**src/rtl/spi_macros.svh**
```systemverilog
// Frame constants for the SPI master; half period must be at least 2 clocks, setup halves below 32
`ifndef SPI_MACROS_SVH
`define SPI_MACROS_SVH

// Bits in one byte of the device frame
`define SPI_BYTE_WIDTH 8

// System clocks per serial clock half period
// SCLK runs at i_clock / (2 * this value)
`define SPI_HALF_PERIOD_CYCLES 4

// Half periods with CS low before the first SCLK rise
// Covers the device chip-select setup time
`define SPI_CS_SETUP_HALVES 2

// One frame is an upper byte then a lower byte
`define SPI_FRAME_BITS (2 * `SPI_BYTE_WIDTH)

`endif

```
**src/rtl/spi_ctrl_pkg.sv**
```systemverilog
// State encoding of the serial engine; states step only on divider ticks
`default_nettype none

package spi_ctrl_pkg;

	// Engine states
	// idle        CS high, waiting for start
	// setup       CS low, counting setup half periods
	// shift_low   SCLK low, next tick is a rising edge
	// shift_high  SCLK high, next tick is a falling edge
	// finish      last half period before CS rises
	typedef enum logic [2:0] {
		idle,
		setup,
		shift_low,
		shift_high,
		finish
	} spi_state_t;

endpackage

`default_nettype wire

```
**src/rtl/spi_frame_pkg.sv**
```systemverilog
// Payload types for the 16-bit register-access frame; upper byte goes out first on the wire
`default_nettype none

`include "spi_macros.svh"

package spi_frame_pkg;

	// One byte of the frame
	typedef logic [`SPI_BYTE_WIDTH-1:0] spi_byte_t;

	// Whole frame, upper byte in the MSBs
	// Upper usually holds the register address with R/W flag in bit 7
	// Lower holds write data, or read data on the way back
	typedef struct packed {
		spi_byte_t upper;
		spi_byte_t lower;
	} spi_frame_t;

endpackage

`default_nettype wire

```
**src/rtl/spi_xfer_if.sv**
```systemverilog
// Start/done link between command registers and shift engine; start and done are one-cycle pulses
`timescale 1ns/10ps
`default_nettype none

interface spi_xfer_if import spi_frame_pkg::*; ();

	// Request side, tx_frame held stable while start is high
	logic start;
	spi_frame_t tx_frame;

	// Completion side, rx_frame valid in the done cycle
	logic done;
	spi_frame_t rx_frame;

	// Register block launches frames and collects results
	modport regs (
		output start,
		output tx_frame,
		input done,
		input rx_frame
	);

	// Engine consumes the request and reports completion
	modport engine (
		input start,
		input tx_frame,
		output done,
		output rx_frame
	);

endinterface

`default_nettype wire

```
**src/rtl/spi_clock_divider.sv**
```systemverilog
// Half-period tick source; first tick comes SPI_HALF_PERIOD_CYCLES clocks after i_run rises
`timescale 1ns/10ps
`default_nettype none

`include "spi_macros.svh"

module spi_clock_divider (
	input wire logic i_clock,
	input wire logic i_reset,
	input wire logic i_run,
	output logic o_tick
);

	localparam int unsigned cnt_w = $clog2(`SPI_HALF_PERIOD_CYCLES + 1);
	localparam logic [cnt_w-1:0] reload = cnt_w'(`SPI_HALF_PERIOD_CYCLES - 1);

	logic [cnt_w-1:0] cnt;

	always_ff @(posedge i_clock or posedge i_reset) begin
		if (i_reset) begin
			cnt <= '0;
			o_tick <= 1'b0;
		end else if (!i_run) begin
			// Held at zero between frames, fixed phase at every start
			cnt <= '0;
			o_tick <= 1'b0;
		end else begin
			// Zero means just started or just ticked, so reload
			cnt <= (cnt == '0) ? reload : cnt - 1'b1;
			o_tick <= (cnt == cnt_w'(1));
		end
	end

endmodule

`default_nettype wire

```
**src/rtl/spi_command_regs.sv**
```systemverilog
// Four-phase req/ack host side; host keeps i_req and tx bytes stable until o_ack, enable only gates new frames
`timescale 1ns/10ps
`default_nettype none

module spi_command_regs import spi_frame_pkg::*; (
	input wire logic i_clock,
	input wire logic i_reset,
	input wire logic i_enable,
	input wire logic i_req,
	input wire spi_byte_t i_tx_upper,
	input wire spi_byte_t i_tx_lower,
	output logic o_ack,
	output logic o_busy,
	output spi_byte_t o_rx_upper,
	output spi_byte_t o_rx_lower,
	spi_xfer_if.regs xfer
);

	logic busy_q;
	logic ack_q;
	logic start_q;
	logic accept;
	spi_frame_t tx_q;
	spi_byte_t rx_upper_q;
	spi_byte_t rx_lower_q;

	// New frame only when enabled, idle and the previous ack has been released
	assign accept = i_req && i_enable && !busy_q && !ack_q;

	// Handshake and busy flag
	always_ff @(posedge i_clock or posedge i_reset) begin
		if (i_reset) begin
			busy_q <= 1'b0;
			ack_q <= 1'b0;
			start_q <= 1'b0;
		end else begin
			// Busy rises with acceptance so start stays a single pulse
			start_q <= accept;
			if (accept) begin
				busy_q <= 1'b1;
			end else if (xfer.done) begin
				busy_q <= 1'b0;
			end
			// Ack held until the host drops its request
			if (xfer.done) begin
				ack_q <= 1'b1;
			end else if (!i_req) begin
				ack_q <= 1'b0;
			end
		end
	end

	// Transmit and receive holding registers
	always_ff @(posedge i_clock) begin
		if (accept) begin
			tx_q <= '{upper: i_tx_upper, lower: i_tx_lower};
		end
		if (xfer.done) begin
			rx_upper_q <= xfer.rx_frame.upper;
			rx_lower_q <= xfer.rx_frame.lower;
		end
	end

	assign xfer.start = start_q;
	assign xfer.tx_frame = tx_q;
	assign o_ack = ack_q;
	assign o_busy = busy_q;
	assign o_rx_upper = rx_upper_q;
	assign o_rx_lower = rx_lower_q;

endmodule

`default_nettype wire

```
**src/rtl/spi_master_top.sv**
```systemverilog
// SPI master for a 16-bit register-access device, mode 0 only, whole design on i_clock
`timescale 1ns/10ps
`default_nettype none

module spi_master_top import spi_frame_pkg::*; (
	input wire logic i_clock,
	input wire logic i_reset,
	// Host side
	input wire logic i_enable,
	input wire logic i_req,
	input wire spi_byte_t i_tx_upper,
	input wire spi_byte_t i_tx_lower,
	output logic o_ack,
	output logic o_busy,
	output spi_byte_t o_rx_upper,
	output spi_byte_t o_rx_lower,
	// Serial side
	input wire logic i_miso,
	output logic o_sclk,
	output logic o_mosi,
	output logic o_cs_n
);

	logic run;
	logic tick;

	// Start/done link between register block and engine
	spi_xfer_if xfer_if ();

	spi_command_regs command_regs_i (
		.i_clock (i_clock),
		.i_reset (i_reset),
		.i_enable (i_enable),
		.i_req (i_req),
		.i_tx_upper (i_tx_upper),
		.i_tx_lower (i_tx_lower),
		.o_ack (o_ack),
		.o_busy (o_busy),
		.o_rx_upper (o_rx_upper),
		.o_rx_lower (o_rx_lower),
		.xfer (xfer_if.regs)
	);

	// Paces SCLK only while the engine holds run
	spi_clock_divider clock_divider_i (
		.i_clock (i_clock),
		.i_reset (i_reset),
		.i_run (run),
		.o_tick (tick)
	);

	spi_shift_engine shift_engine_i (
		.i_clock (i_clock),
		.i_reset (i_reset),
		.i_tick (tick),
		.i_miso (i_miso),
		.o_run (run),
		.o_sclk (o_sclk),
		.o_mosi (o_mosi),
		.o_cs_n (o_cs_n),
		.xfer (xfer_if.engine)
	);

endmodule

`default_nettype wire

```
**src/rtl/spi_shift_engine.sv**
```systemverilog
// Mode 0 frame engine, MSB first; start is ignored unless idle, one frame is 35 ticks from start to done
`timescale 1ns/10ps
`default_nettype none

`include "spi_macros.svh"

module spi_shift_engine import spi_frame_pkg::*; import spi_ctrl_pkg::*; (
	input wire logic i_clock,
	input wire logic i_reset,
	input wire logic i_tick,
	input wire logic i_miso,
	output logic o_run,
	output logic o_sclk,
	output logic o_mosi,
	output logic o_cs_n,
	spi_xfer_if.engine xfer
);

	// Counter covers the setup ticks and both edges of every bit
	localparam int unsigned cnt_w = $clog2(`SPI_FRAME_BITS * 2);
	localparam logic [cnt_w-1:0] setup_last = cnt_w'(`SPI_CS_SETUP_HALVES - 1);
	localparam logic [cnt_w-1:0] shift_last = cnt_w'(`SPI_FRAME_BITS * 2 - 1);

	spi_state_t state;
	logic [cnt_w-1:0] half_cnt;
	logic run_q;
	logic cs_n_q;
	logic sclk_q;
	logic done_q;
	spi_frame_t tx_shift;
	spi_frame_t rx_shift;

	// Frame sequencing, CS, SCLK and transmit shift
	always_ff @(posedge i_clock or posedge i_reset) begin
		if (i_reset) begin
			state <= idle;
			half_cnt <= '0;
			run_q <= 1'b0;
			cs_n_q <= 1'b1;
			sclk_q <= 1'b0;
			done_q <= 1'b0;
			tx_shift <= '0;
		end else begin
			done_q <= 1'b0;
			case (state)
				idle: begin
					// CS drops right away, divider starts its first half period
					if (xfer.start) begin
						state <= setup;
						half_cnt <= '0;
						run_q <= 1'b1;
						cs_n_q <= 1'b0;
						tx_shift <= xfer.tx_frame;
					end
				end
				setup: begin
					if (i_tick) begin
						if (half_cnt == setup_last) begin
							half_cnt <= '0;
							state <= shift_low;
						end else begin
							half_cnt <= half_cnt + 1'b1;
						end
					end
				end
				shift_low: begin
					// Rising edge, device samples MOSI here
					if (i_tick) begin
						sclk_q <= 1'b1;
						half_cnt <= half_cnt + 1'b1;
						state <= shift_high;
					end
				end
				shift_high: begin
					// Falling edge, next bit onto MOSI
					if (i_tick) begin
						sclk_q <= 1'b0;
						tx_shift <= {tx_shift[`SPI_FRAME_BITS-2:0], 1'b0};
						if (half_cnt == shift_last) begin
							half_cnt <= '0;
							state <= finish;
						end else begin
							half_cnt <= half_cnt + 1'b1;
							state <= shift_low;
						end
					end
				end
				finish: begin
					// Hold half period after last fall, then release CS
					if (i_tick) begin
						cs_n_q <= 1'b1;
						run_q <= 1'b0;
						done_q <= 1'b1;
						state <= idle;
					end
				end
				default: begin
					state <= idle;
				end
			endcase
		end
	end

	// MISO captured on rising edges, ends up in natural bit order
	always_ff @(posedge i_clock) begin
		if (state == shift_low && i_tick) begin
			rx_shift <= {rx_shift[`SPI_FRAME_BITS-2:0], i_miso};
		end
	end

	assign o_run = run_q;
	assign o_cs_n = cs_n_q;
	assign o_sclk = sclk_q;
	// MSB of the shift register drives the line, first bit ready before first rise
	assign o_mosi = tx_shift[`SPI_FRAME_BITS-1];
	assign xfer.done = done_q;
	assign xfer.rx_frame = rx_shift;

endmodule

`default_nettype wire

```
**config.mk**
```make
export PLATFORM = sky130hd
export DESIGN_NAME = spi_master_top
export DESIGN_NICKNAME = d
export VERILOG_FILES = /design/src/rtl/spi_ctrl_pkg.sv /design/src/rtl/spi_frame_pkg.sv /design/src/rtl/spi_xfer_if.sv /design/src/rtl/spi_clock_divider.sv /design/src/rtl/spi_command_regs.sv /design/src/rtl/spi_master_top.sv /design/src/rtl/spi_shift_engine.sv
export VERILOG_INCLUDE_DIRS = /design/src /design/src/rtl
export SDC_FILE = /design/constraint.sdc
export NUM_CORES = 1
export LEC_CHECK = 0
export BUFFER_PORTS_ARGS = -buffer_cell sky130_fd_sc_hd__buf_2
export CAP_MARGIN = 10
export CORE_MARGIN = 2
export CORE_UTILIZATION = 56
export CTS_CLUSTER_SIZE = 14
export DETAILED_ROUTE_END_ITERATION = 10
export MAX_ROUTING_LAYER = met4
export PLACE_DENSITY = 0.87
export SYNTH_ARGS = -nofsm -noshare
export SYNTH_HDL_FRONTEND = slang
export SYNTH_SLANG_ARGS = --single-unit
```
**constraint.sdc**
```tcl
create_clock -name i_clock -period 3.64 [get_ports i_clock]
set_input_delay 0.364 -clock i_clock [delete_from_list [all_inputs] [get_ports i_clock]]
set_output_delay 0.364 -clock i_clock [all_outputs]
set_load 0.01 [all_outputs]
```
* Word-level counts from Yosys, hierarchy flattened *
Index checks and enable logic that the tools add are counted.

word-level totals
  register bits after elaboration = 83
  word-level logic and storage cells = 87
  output and inout bits = 21
  bits of input ports = 21

operators by class
  reduce and logical (&&, ||, !) cells = 18
  add/sub/neg operators = 2
  equal/unequal tests = 14
  mux-type cells = 34

operators by type and width
  operator                                               count
  two-way mux 16 bit                                     2
  case mux 16 bit (2 select lines)                       1
  two-way mux 5 bit                                      6
  two-way mux 3 bit                                      9
  case mux 5 bit (4 select lines)                        1
  case mux 3 bit (5 select lines)                        1
  two-way mux 1 bit                                      11
  inequality test 2 bit, second input constant           5
  AND reduction 3 bit                                    3
  nonzero test 2 bit                                     4
  == test 3 x 1 -> 1 bit, second input constant          2
  == test 3 x 2 -> 1 bit, second input constant          2
  zero test 3 bit                                        2
  case mux 1 bit (2 select lines)                        3
  AND reduction 6 bit                                    1
  adder 5 x 1 -> 5 bit, second input constant            1
  == test 5 x 1 -> 1 bit, second input constant          1
  == test 5 bit, second input constant                   1
  AND reduction 5 bit                                    1
  logical AND 1 bit                                      4
  inequality test 2 x 1 -> 1 bit, second input constant  2
  nonzero test 4 bit                                     1
  == test 3 bit, second input constant                   1
  subtractor 3 x 1 -> 3 bit, second input constant       1
  zero test 1 bit                                        2

* Depth between registers and ports, before layout *
Gate-level depths: netlist of the first run.

  depth after elaboration = 4
  depth in mapped cells = 7
  mapped depth without buffers = 7

* Hierarchy *
From an unflattened synthesis of the first run, not the netlist that was laid out.

second synthesis, totals
  cell total of the unflattened synthesis = 217
  area, all modules = 3153.0 µm²

by module, submodules not included
  module             cells each  area an instance (µm²)  times used
  spi_shift_engine   158         1879.3                  1
  spi_command_regs   41          1076.0                  1
  spi_clock_divider  18          197.7                   1

* Worst setup path before layout of the first run *
No wires, ideal clock.

  path type = register -> register
  start = register shift_engine_i.state[1]
  end = register shift_engine_i.rx_shift, in the netlist shift_engine_i.xfer.rx_frame[0] (enable)
  required time = 3.208 ns
  path slack = 0.883 ns
  data arrival time = 2.325 ns
  cell stages (with the launch flop) = 4
  cell sequence = dfrtp_1 -> buf_2 -> inv_1 -> nor4_1

between the ends
  longest elaborated chain between the ends = 2

RTL lines
  item                    line                     source
  start, declared         spi_shift_engine.sv:24   spi_state_t state;
  start signal, assigned  spi_shift_engine.sv:36   state <= idle;
  start signal, assigned  spi_shift_engine.sv:49   state <= setup;
  start signal, assigned  spi_shift_engine.sv:60   state <= shift_low;
  == test 3 x 2 -> 1 bit  spi_shift_engine.sv:106  if (state == shift_low && i_tick) begin
  logical AND 1 bit       spi_shift_engine.sv:106
  end signal, assigned    spi_shift_engine.sv:107  rx_shift <= {rx_shift[`SPI_FRAME_BITS-2:0], i_miso};
  end, declared           spi_shift_engine.sv:31   spi_frame_t rx_shift;

Every way passes these cells.
A chain may end at the register's enable or synchronous reset.

* Final worst setup path of the first run *
  start = register shift_engine_i.state[0]
  end = register shift_engine_i.tx_shift[6] (netlist name)

between the ends
  longest elaborated chain between the ends = 3
  elaborated cells between the ends (all ways) = 7
  those cells by class = eq/ne (3); mux (1); reduce/logical (3)

RTL lines
  item                                                                          line                    source
  == test 3 x 2 -> 1 bit or zero test 3 bit (tied branches)                     spi_shift_engine.sv:45  case (state)
  inequality test 2 bit (no source line) or nonzero test 2 bit (tied branches)  --
  AND reduction 3 bit (no source line)                                          --
  end signal, assigned                                                          spi_shift_engine.sv:53  tx_shift <= xfer.tx_frame;
  end signal, assigned                                                          spi_shift_engine.sv:78  tx_shift <= {tx_shift[`SPI_FRAME_BITS-2:0], 1'b0};
  end, declared                                                                 spi_shift_engine.sv:30  spi_frame_t tx_shift;

Parallel ways exist; a longest one is shown, timed or not.

==> results of run 1 <==
==> cells by family after synthesis <==
kind of cell	count (synthesis)
buffers and inverters	18
muxes	16
AOI/OAI and AO/OA	40
and+or+nand+nor	55
adders and majority gates	6
DFF	83
==> sequential cells by signal (all words and copies together) (netlist names) <==
signal / flops
clock_divider_i.cnt: 3
shift_engine_i.half_cnt: 5
command_regs_i.o_rx_upper: 8
shift_engine_i.o_run: 1
command_regs_i.xfer.start: 1
shift_engine_i.tx_shift: 15
shift_engine_i.xfer.rx_frame: 16
command_regs_i.o_rx_lower: 8
command_regs_i.o_busy: 1
shift_engine_i.o_mosi: 1
shift_engine_i.o_sclk: 1
shift_engine_i.o_cs_n: 1
command_regs_i.xfer.tx_frame: 16
shift_engine_i.xfer.done: 1
shift_engine_i.state: 3
clock_divider_i.o_tick: 1
command_regs_i.o_ack: 1
==> synthesized netlist by cell type (2+ instances only) <==
| cell | n |
|---|---|
| a21oi_1 | 8 |
| a21oi_2 | 14 |
| a21oi_4 | 2 |
| and3_1 | 2 |
| buf_2 | 4 |
| buf_6 | 2 |
| clkbuf_1 | 2 |
| dfrtp_1 | 34 |
| edfxtp_1 | 48 |
| ha_1 | 6 |
| inv_1 | 9 |
| mux2i_1 | 16 |
| nand2_1 | 11 |
| nand2b_1 | 4 |
| nand3_1 | 4 |
| nor2_1 | 23 |
| nor2b_1 | 3 |
| nor3_1 | 4 |
| o21ai_0 | 7 |
| o2bb2ai_1 | 2 |
==> layout make-up <==
class / instances / area, um^2
Clock buffer: 10 / 127.6
Clock inverter: 6 / 88.84
Fill cell: 390 / 1838
Inverter: 9 / 33.78
Multi-Input combinational cell: 117 / 815.8
Sequential cell: 83 / 2318
Tap cell: 72 / 90.09
Timing Repair Buffer: 44 / 227.7
==> through the flow <==
step                hold slack, ns  power [W]  instances  utilization, %  setup WS, ns
finish                     0.01224   0.002558        341           66.82         1.488
detailed placement          0.4231   0.001881        325           62.92         1.487
global placement            0.4048   0.001830        325           62.92         1.610
CTS                        0.03265   0.002576        341           66.82         1.480
global route               0.07108   0.002713        341           66.82         1.334
floorplan                   0.4003   0.001749        218               -        0.8829
==> power breakdown <==
group / internal [W] / total (W) / switching, W / leakage (nW)
combinational: 0.000249 / 0.000566 / 0.000318 / 0.558
clock: 0.000388 / 0.000707 / 0.000319 / 0.105
sequential: 0.00116 / 0.00129 / 0.000128 / 0.851
==> final timing paths <==
path	slack [ns]	cells past startpoint	endpoint	from
worst min-delay path	0.01	2	shift_engine_i.tx_shift[9]	i_reset
worst max register to register	1.49	4	shift_engine_i.tx_shift[6]	shift_engine_i.state[0]
worst max-delay path	1.49	4	shift_engine_i.tx_shift[6]	shift_engine_i.state[0]
max in group asynchronous	2.89	3	shift_engine_i.o_cs_n	i_reset
min in group i_clock	0.17	1	command_regs_i.xfer.tx_frame[1]	i_tx_lower[1]
worst min register to register	0.44	0	command_regs_i.o_rx_upper[7]	shift_engine_i.xfer.rx_frame[15]
==> worst reg2reg max path, stage by stage, from the launching register on <==
cell and delay [ns]:
dfrtp_1 0.51, or3b_4 0.49, a21oi_4 0.76, nor2_1 0.12
a21oi_2 0.19
==> routing by layer <==
layer	up-vias	wire, um
li1	866	-
met1	851	2188
met2	39	2517
met3	12	178
met4	0	163
met5	-	0
==> out/results.ini, run 1 <==
[drt]
ant_nets = 0
drc_errors = 0
first_pass_iters = 4
num_vias = 1768
drt-total-wl_um = 5047
vias_per_cell = 5.185
initialDrtViolationCount = 120
avgRoutedWirePerCell_um = 14.80

[cts]
ctsHoldBuffers = 0
cts_resized = 0
cts.sinks = 83
clk_pin_slew_ns = 0.09
clk-insertion-delay-late_ns = 0.36
cts_tree = yes
cts_root_buf = clkbuf_8
htree_levels = 3
cts_setup_buffers = 0
cts_buffers = 9
cts_max_path_buffers = 2

[worst_setup_path]
critPathCaptureType = flop
crit_slowest_cell = a21oi_4
cp_top_family = compound AO/OA/AOI/OAI gates
critical_path.cell_chain = or3b_4 > a21oi_4 > nor2_1 > a21oi_2
critPathRequiredTime_ns = 3.91
critPathKind = reg2reg
cp_max_fo = 32
worstSetupStartpointType = flop
crit_arrival_ns = 2.42
max_stage_delay_ns = 0.76
path_buf_inv = 0

[sta]
hold_viol_final = 0
min_period_ns = 2.152
fmax_mhz = 464.6
period_share_pct = 59.13
worst_pin_slew_ns = 1.007
finalSetupViolCount = 0
slew_viol_final = 0
grt_setup_unrepaired = false
finalSetupTns_ns = 0
clock-skew-final_ns = 0.01185
maxSlewHeadroom_pct = 32.69

[logic_synthesis]
syn_nets = 245
syn_area_per_cell_um2 = 14.74
synthMuxAreaShare_pct = 4.982
synthTopCellsByArea = edfxtp_1, dfrtp_1, mux2i_1
synth-xor-area-share_pct = 0
synth_top_family_by_area = compound AO/OA/AOI/OAI gates
syn_area_mm2 = 0.003214
synth.top_cell.area_share_pct = 44.84
synth_fa_ha_area_share_pct = 2.336
yosysTopAreaCell = edfxtp_1
synth_cells = 218
synth-compound-area-share_pct = 9.537
ys_ff_latch = 83
synth-simple-area-share_pct = 8.174
synth_edf_count = 48
ys_types = 33
synth_seq_area_share_pct = 72.13
yosysWarnings = 0
async_flop_share_pct = 42.17
synth_ff_type = edfxtp_1

[placed_design]
routabilityCongestion = 0.8529
portBuffers = 41
place_hpwl_um = 3456
place_area_mm2 = 0.003486

[grt]
met1_usage_pct = 22.48
grt_max_degree = 33
grt_busiest_layer = met2
grt_pass1_vias = 1727
antenna_found_initial = 0
grtUsageMet3_pct = 4.751
met2_usage_pct = 29.24
grt_pass1_wl_um = 8293
grt_overflow = 0
grt_usage_pct = 18.76

[die]
dieArea_mm2 = 0.006362
row_count = 27
ioPinCount = 42
start_util_pct = 58.02
die-width_um = 79.76
core_mm2 = 0.005540
die_height_um = 79.76

[run_status]
outcome = finished clean

[pwr]
leakage_nw = 1.514
power_density_mw_per_mm2 = 691.0
vdd_ir_drop_max_v = 0.0003814

[hold_path]
hold_class = in2async

[final_layout]
drive_above_1_share_pct = 29.74
diodes = 0
final_common_cell = edfxtp_1
layout_common_cells = edfxtp_1, buf_2, dfrtp_1
area_growth_pct = 15.18
nNetsFinal = 291
fin_area_mm2 = 0.003702

[job]
cap_violations = 0

Note: power is estimated with default switching activity, not from simulation.
==> inputs of run 2 (changes only) <==
clock period = 2 ns   (was 3.64 ns; I/O delays follow)
==> out/results.ini, run 2 (synthesis results as in run 1) <==
[grt]
grt_pass1_wl_um = 9128  ; +10%
grt_pass1_vias = 1904  ; +10%
grt_overflow = 0  ; unchanged
grt_usage_pct = 20.40  ; +1.6 points
grt_max_degree = 36  ; +9.1%
antenna_found_initial = 0  ; unchanged

[sta]
grt_setup_unrepaired = false
fin_ws_ns = 0.2750  ; -1.213 ns
slew_viol_final = 0  ; unchanged
clock-skew-final_ns = 0.008544  ; -0.003304 ns
finalSetupTns_ns = 0  ; unchanged
hold_viol_final = 0  ; unchanged
finalSetupViolCount = 0  ; unchanged
min_period_ns = 1.725  ; -0.4272 ns
fmax_mhz = 579.7  ; +25%
maxSlewHeadroom_pct = 56.16  ; +23 points
hold_ws_ns = 0.01960  ; +0.007367 ns
worst_pin_slew_ns = 0.6576  ; -0.3490 ns
period_share_pct = 86.25  ; +27 points

[die]
core_mm2 = 0.005540  ; unchanged
start_util_pct = 58.02  ; unchanged
die-width_um = 79.76  ; unchanged
ioPinCount = 42  ; unchanged
die_height_um = 79.76  ; unchanged
row_count = 27  ; unchanged
dieArea_mm2 = 0.006362  ; unchanged

[drt]
num_vias = 1890  ; +6.9%
vias_per_cell = 5.339  ; +3.0%
drc_errors = 0  ; unchanged
initialDrtViolationCount = 217  ; +81%
ant_nets = 0  ; unchanged
avgRoutedWirePerCell_um = 15.51  ; +4.8%
first_pass_iters = 4  ; unchanged
drt-total-wl_um = 5491  ; +8.8%

[final_layout]
diodes = 0  ; unchanged
drive_above_1_share_pct = 29.79  ; +0.047 points
nNetsFinal = 304  ; +4.5%
multi_input_area_um2 = 824.5  ; +1.1%
regArea_mm2 = 0.002318  ; unchanged
final_common_cell = edfxtp_1
fillerInstances = 374  ; -4.1%
area_growth_pct = 20.40
layout_common_cells = edfxtp_1, buf_2, dfrtp_1

[placed_design]
place_ws_ns = 0.3002  ; -1.187 ns
routabilityCongestion = 0.8480  ; -0.57%
portBuffers = 41  ; unchanged
place_hpwl_um = 3570  ; +3.3%

[hold_path]
hold_class = in2reg
min_path_cells = 1

[run_status]
outcome = finished clean

[cts]
clk-insertion-delay-late_ns = 0.35  ; about the same
cts_buffers = 9  ; unchanged
cts_tree = yes
clk_pin_slew_ns = 0.08  ; about the same
cts.sinks = 83  ; unchanged
cts_setup_buffers = 0  ; unchanged
cts_root_buf = clkbuf_8
cts_resized = 0  ; unchanged
htree_levels = 3  ; unchanged
cts_max_path_buffers = 2  ; unchanged

[worst_setup_path]
critPathRequiredTime_ns = 2.23  ; -1.68 ns
cp_max_fo = 5  ; -84%
critPathCaptureType = flop
crit_arrival_ns = 1.95  ; -0.47 ns
reg2reg_depth = 5  ; +1
worstSetupStartpointType = flop
critPathKind = reg2reg

[pwr]
power_density_mw_per_mm2 = 1263  ; +83%
leakage_nw = 1.590  ; +5.1%
vdd_ir_drop_max_v = 0.0007165  ; +88%

[job]
cap_violations = 0  ; unchanged

[run 2: changes by cell type in the layout (fill, tap and decap cells not counted)]
cell,before,now
buf_12,0,1
buf_4,3,5
bufinv_16,2,3
clkinv_1,1,0
clkinv_2,0,1
clkinvlp_4,1,0
dlygate4sd3_1,0,10
nor4_2,1,0
nor4_4,0,1
[run 2: stage by stage]
stage                     total power, W  util (%)  std cells  cell area (um^2)
final                           0.004887     69.85        354              3870
after global routing            0.005150     69.85        354              3870
after CTS                       0.004927     69.67        353              3860
after detailed placement        0.003475     63.71        328              3530
after global placement          0.003354     63.71        328              3530
after floorplan                 0.003200         -        218              3234
[run 2: per-layer routing]
metal	global-route usage, %	wire [um]	vias to the layer above
met5	-	0	-
met4	6.102	56	0
met3	7.805	355	6
met2	33.87	2825	69
met1	23.22	2253	922
li1	-	-	893
[run 2: worst paths after layout]
check | start | to | slack [ns]
worst max-delay path | shift_engine_i.half_cnt[0] | shift_engine_i.half_cnt[0] | 0.28
worst min-delay path | i_tx_upper[0] | command_regs_i.xfer.tx_frame[8] | 0.02
worst max register to register | shift_engine_i.half_cnt[0] | shift_engine_i.half_cnt[0] | 0.28
worst min register to register | shift_engine_i.xfer.rx_frame[1] | shift_engine_i.xfer.rx_frame[2] | 0.45
max in group asynchronous | i_reset | shift_engine_i.o_cs_n | 1.17
min in group asynchronous | i_reset | shift_engine_i.tx_shift[9] | 0.48
[run 2: power breakdown]
| group | switching (W) | total, W | leakage, nW | internal [W] |
|---|---|---|---|---|
| registers | 0.000258 | 0.00236 | 0.851 | 0.00210 |
| logic | 0.000623 | 0.00111 | 0.619 | 0.000485 |
| clock network | 0.000582 | 0.00142 | 0.121 | 0.000834 |
[run 2: critical path: stages (launching register included)]
cell	delay, ns
dfrtp_1	0.46
ha_1	0.18
or4b_4	0.51
a22o_1	0.25
nand2_1	0.11
mux2i_1	0.09
[run 2: cell type report]
class | count | share of cell area, %
well taps | 72 | 2.328
multi-input cells | 117 | 21.31
repair buffers | 57 | 9.376
inverters | 9 | 0.8729
flip-flops and latches | 83 | 59.91
clock inverters | 6 | 2.910
clock buffers | 10 | 3.298
[run 2: timing repair]
item,in CTS,in global routing
endpoints found under the setup margin,0,0
hold buffers,9,1
endpoints found under the hold margin,42,1
==> inputs of run 3 (changes only) <==
ABC_AREA = 1   (was not set)
CORE_UTILIZATION = 57   (was 56)
PLACE_DENSITY = 0.88   (was 0.87)
clock period = 1.9 ns   (was 2 ns; I/O delays follow)
==> out/results.ini, run 3 <==
[sta]
clock-skew-final_ns = 0.006266  ; -0.002277 ns
worst_pin_slew_ns = 0.7381  ; +0.08047 ns
period_share_pct = 85.53  ; -0.72 points
min_period_ns = 1.625  ; -0.09994 ns
finalSetupViolCount = 0  ; unchanged
hold_ws_ns = 0.01973  ; +0.0001286 ns
grt_setup_unrepaired = false
finalSetupTns_ns = 0  ; unchanged
maxSlewHeadroom_pct = 50.80  ; -5.4 points
fmax_mhz = 615.4  ; +6.1%
hold_viol_final = 0  ; unchanged
slew_viol_final = 0  ; unchanged

[worst_setup_path]
critPathCaptureType = flop
cp_top_family = flip-flops
path_buf_inv = 2  ; +2
crit_slowest_cell = dfrtp_1
worstSetupStartpointType = flop
r2r-start = shift_engine_i.state[2]
critPathRequiredTime_ns = 1.94  ; -0.29 ns
crit_start = shift_engine_i.state[2]
r2r_slack_ns = 0.27  ; about the same
crit_arrival_ns = 1.66  ; -0.29 ns
max_stage_delay_ns = 0.51  ; about the same
cp_max_fo = 16  ; +11
critPathKind = reg2reg
critical_path.cell_chain = nor3_1 > nand2_1 > inv_1 > buf_4

[logic_synthesis]
synth_cells = 268  ; +23%
synthTopCellsByArea = edfxtp_1, dfrtp_1, nand2_1
syn_nets = 295  ; +20%
async_flop_share_pct = 42.17  ; unchanged
yosysTopAreaCell = edfxtp_1
syn_area_per_cell_um2 = 12.65  ; -14%
syn_area_mm2 = 0.003390  ; +5.4%
synth_ff_type = edfxtp_1
ys_ff_latch = 83  ; unchanged
ys_types = 32  ; -3.0%
yosysWarnings = 0  ; unchanged
synth_edf_count = 48  ; unchanged
synth.top_cell.area_share_pct = 42.52  ; -2.3 points
synth_seq_area_share_pct = 68.40  ; -3.7 points
synth_commonest_cells = nand2_1, edfxtp_1, inv_1
yosysMostFrequentCell = nand2_1

[cts]
clk_pin_slew_ns = 0.08  ; about the same
cts_setup_buffers = 0  ; unchanged
clk-insertion-delay-late_ns = 0.35  ; about the same
ctsHoldBuffers = 10  ; +1
cts_max_path_buffers = 2  ; unchanged
cts_resized = 0  ; unchanged
cts_tree = yes
cts_root_buf = clkbuf_8
cts.sinks = 83  ; unchanged
cts_buffers = 9  ; unchanged
htree_levels = 3  ; unchanged

[grt]
grt_max_degree = 36  ; unchanged
grt_usage_pct = 21.34  ; +0.94 points
grt_overflow = 0  ; unchanged
antenna_found_initial = 0  ; unchanged
grt_pass1_vias = 2084  ; +9.5%
grt_pass1_wl_um = 9880  ; +8.2%

[final_layout]
diodes = 0  ; unchanged
drive_above_1_share_pct = 28.06  ; -1.7 points
final_common_cell = nand2_1
layout_common_cells = nand2_1, edfxtp_1, buf_2
fillerInstances = 412  ; +10%
nNetsFinal = 357  ; +17%
area_growth_pct = 18.27
fin_area_mm2 = 0.004009  ; +3.6%

[die]
ioPinCount = 42  ; unchanged
core_mm2 = 0.005816  ; +5.0%
start_util_pct = 58.28  ; +0.27 points
row_count = 28  ; +3.7%
die-width_um = 81.12  ; +1.7%
die_height_um = 81.12  ; +1.7%
dieArea_mm2 = 0.006580  ; +3.4%

[pwr]
leakage_nw = 1.718  ; +8.0%
power_density_mw_per_mm2 = 852.0  ; -33%
vdd_ir_drop_max_v = 0.0004494  ; -37%

[drt]
drt-total-wl_um = 5976  ; +8.8%
initialDrtViolationCount = 142  ; -35%
ant_nets = 0  ; unchanged
avgRoutedWirePerCell_um = 14.58  ; -6.0%
drc_errors = 0  ; unchanged
first_pass_iters = 4  ; unchanged
num_vias = 2092  ; +11%
vias_per_cell = 5.102  ; -4.4%

[placed_design]
place_hpwl_um = 3922  ; +9.9%
portBuffers = 41  ; unchanged
routabilityCongestion = 0.9237  ; +8.9%
place_area_mm2 = 0.003646  ; +3.3%

[hold_path]
hold_class = in2reg
holdCritStartpoint = i_tx_lower[6]

[run_status]
outcome = finished clean

[job]
cap_violations = 0  ; unchanged

run 3: cell count changes in the layout (fill, tap and decap cells not counted), sizes merged, moves of 3 or more:
| cell | previous run | this run |
|---|---|---|
| nor2b | 3 | 0 |
| a21oi | 24 | 4 |
| o21ai | 7 | 23 |
| mux2i | 16 | 0 |
| nand2b | 4 | 0 |
| nor2 | 23 | 19 |
| o211ai | 0 | 14 |
| dlygate4sd3 | 10 | 13 |
| nand3 | 4 | 14 |
| nand2 | 11 | 51 |
| inv | 10 | 38 |
run 3: worst reg2reg max path, delay by kind of cell (launching register included):
kind / cells / cell delay, ns
buffers and inverters: 2 / 0.33
DFF: 1 / 0.51
and+or+nand+nor: 2 / 0.47
run 3: final timing paths:
path | depth (start not counted) | to
hold / removal | 1 | command_regs_i.xfer.tx_frame[6]
setup reg to reg | 4 | shift_engine_i.xfer.rx_frame[13]
max in group asynchronous | 4 | shift_engine_i.o_cs_n
hold reg to reg | 0 | command_regs_i.o_rx_upper[7]
setup / recovery | 4 | shift_engine_i.xfer.rx_frame[13]
min in group asynchronous | 4 | shift_engine_i.half_cnt[1]
run 3: layout make-up:
type                            instances  area (um^2)  area share, %
Clock buffer                           11        131.4          3.277
Sequential cell                        83         2318          57.83
Inverter                               38        142.6          3.558
Timing Repair Buffer                   59        372.9          9.301
Tap cell                               75        93.84          2.341
Clock inverter                          5        101.3          2.528
Multi-Input combinational cell        139        848.3          21.16
run 3: per-layer routing:
layer / GRT usage [%] / share of wire (%) / up-vias
li1: - / - / 1023
met1: 26.37 / 43 / 1006
met2: 33.14 / 52 / 59
met3: 5.556 / 4.4 / 4
met4: 10.00 / 0.99 / 0
met5: - / 0 / -
run 3: power by group:
group          switching, W  total [W]  leakage (nW)  internal [W]
registers                 0    0.00190         0.912       0.00190
logic             0.0000242  0.0000573         0.695     0.0000330
clock network      0.000593    0.00146         0.111      0.000870
total              0.000617    0.00342          1.72       0.00280
run 3: cells by family (layout without fill, tap and decap cells):
group | Yosys count | count (layout) | synth area share, %
adders and majority gates | 6 | 6 | 2.215
AOI/OAI and AO/OA | 42 | 42 | 10.52
xor gates and xnor gates | 2 | 2 | 0.5169
buffers and inverters | 46 | 113 | 6.570
and+or+nand+nor | 89 | 89 | 11.78
DFF | 83 | 83 | 68.40
run 3: stage by stage:
stage,instances,power [W],setup slack (ns),utilization [%]
after floorplan,268,0.001946,0.4039,-
after global placement,381,0.001971,0.4020,62.69
after detailed placement,381,0.001972,0.3044,62.69
after CTS,407,0.003448,0.2820,68.42
after global routing,410,0.003530,0.1426,68.93
final,410,0.003415,0.2750,68.93
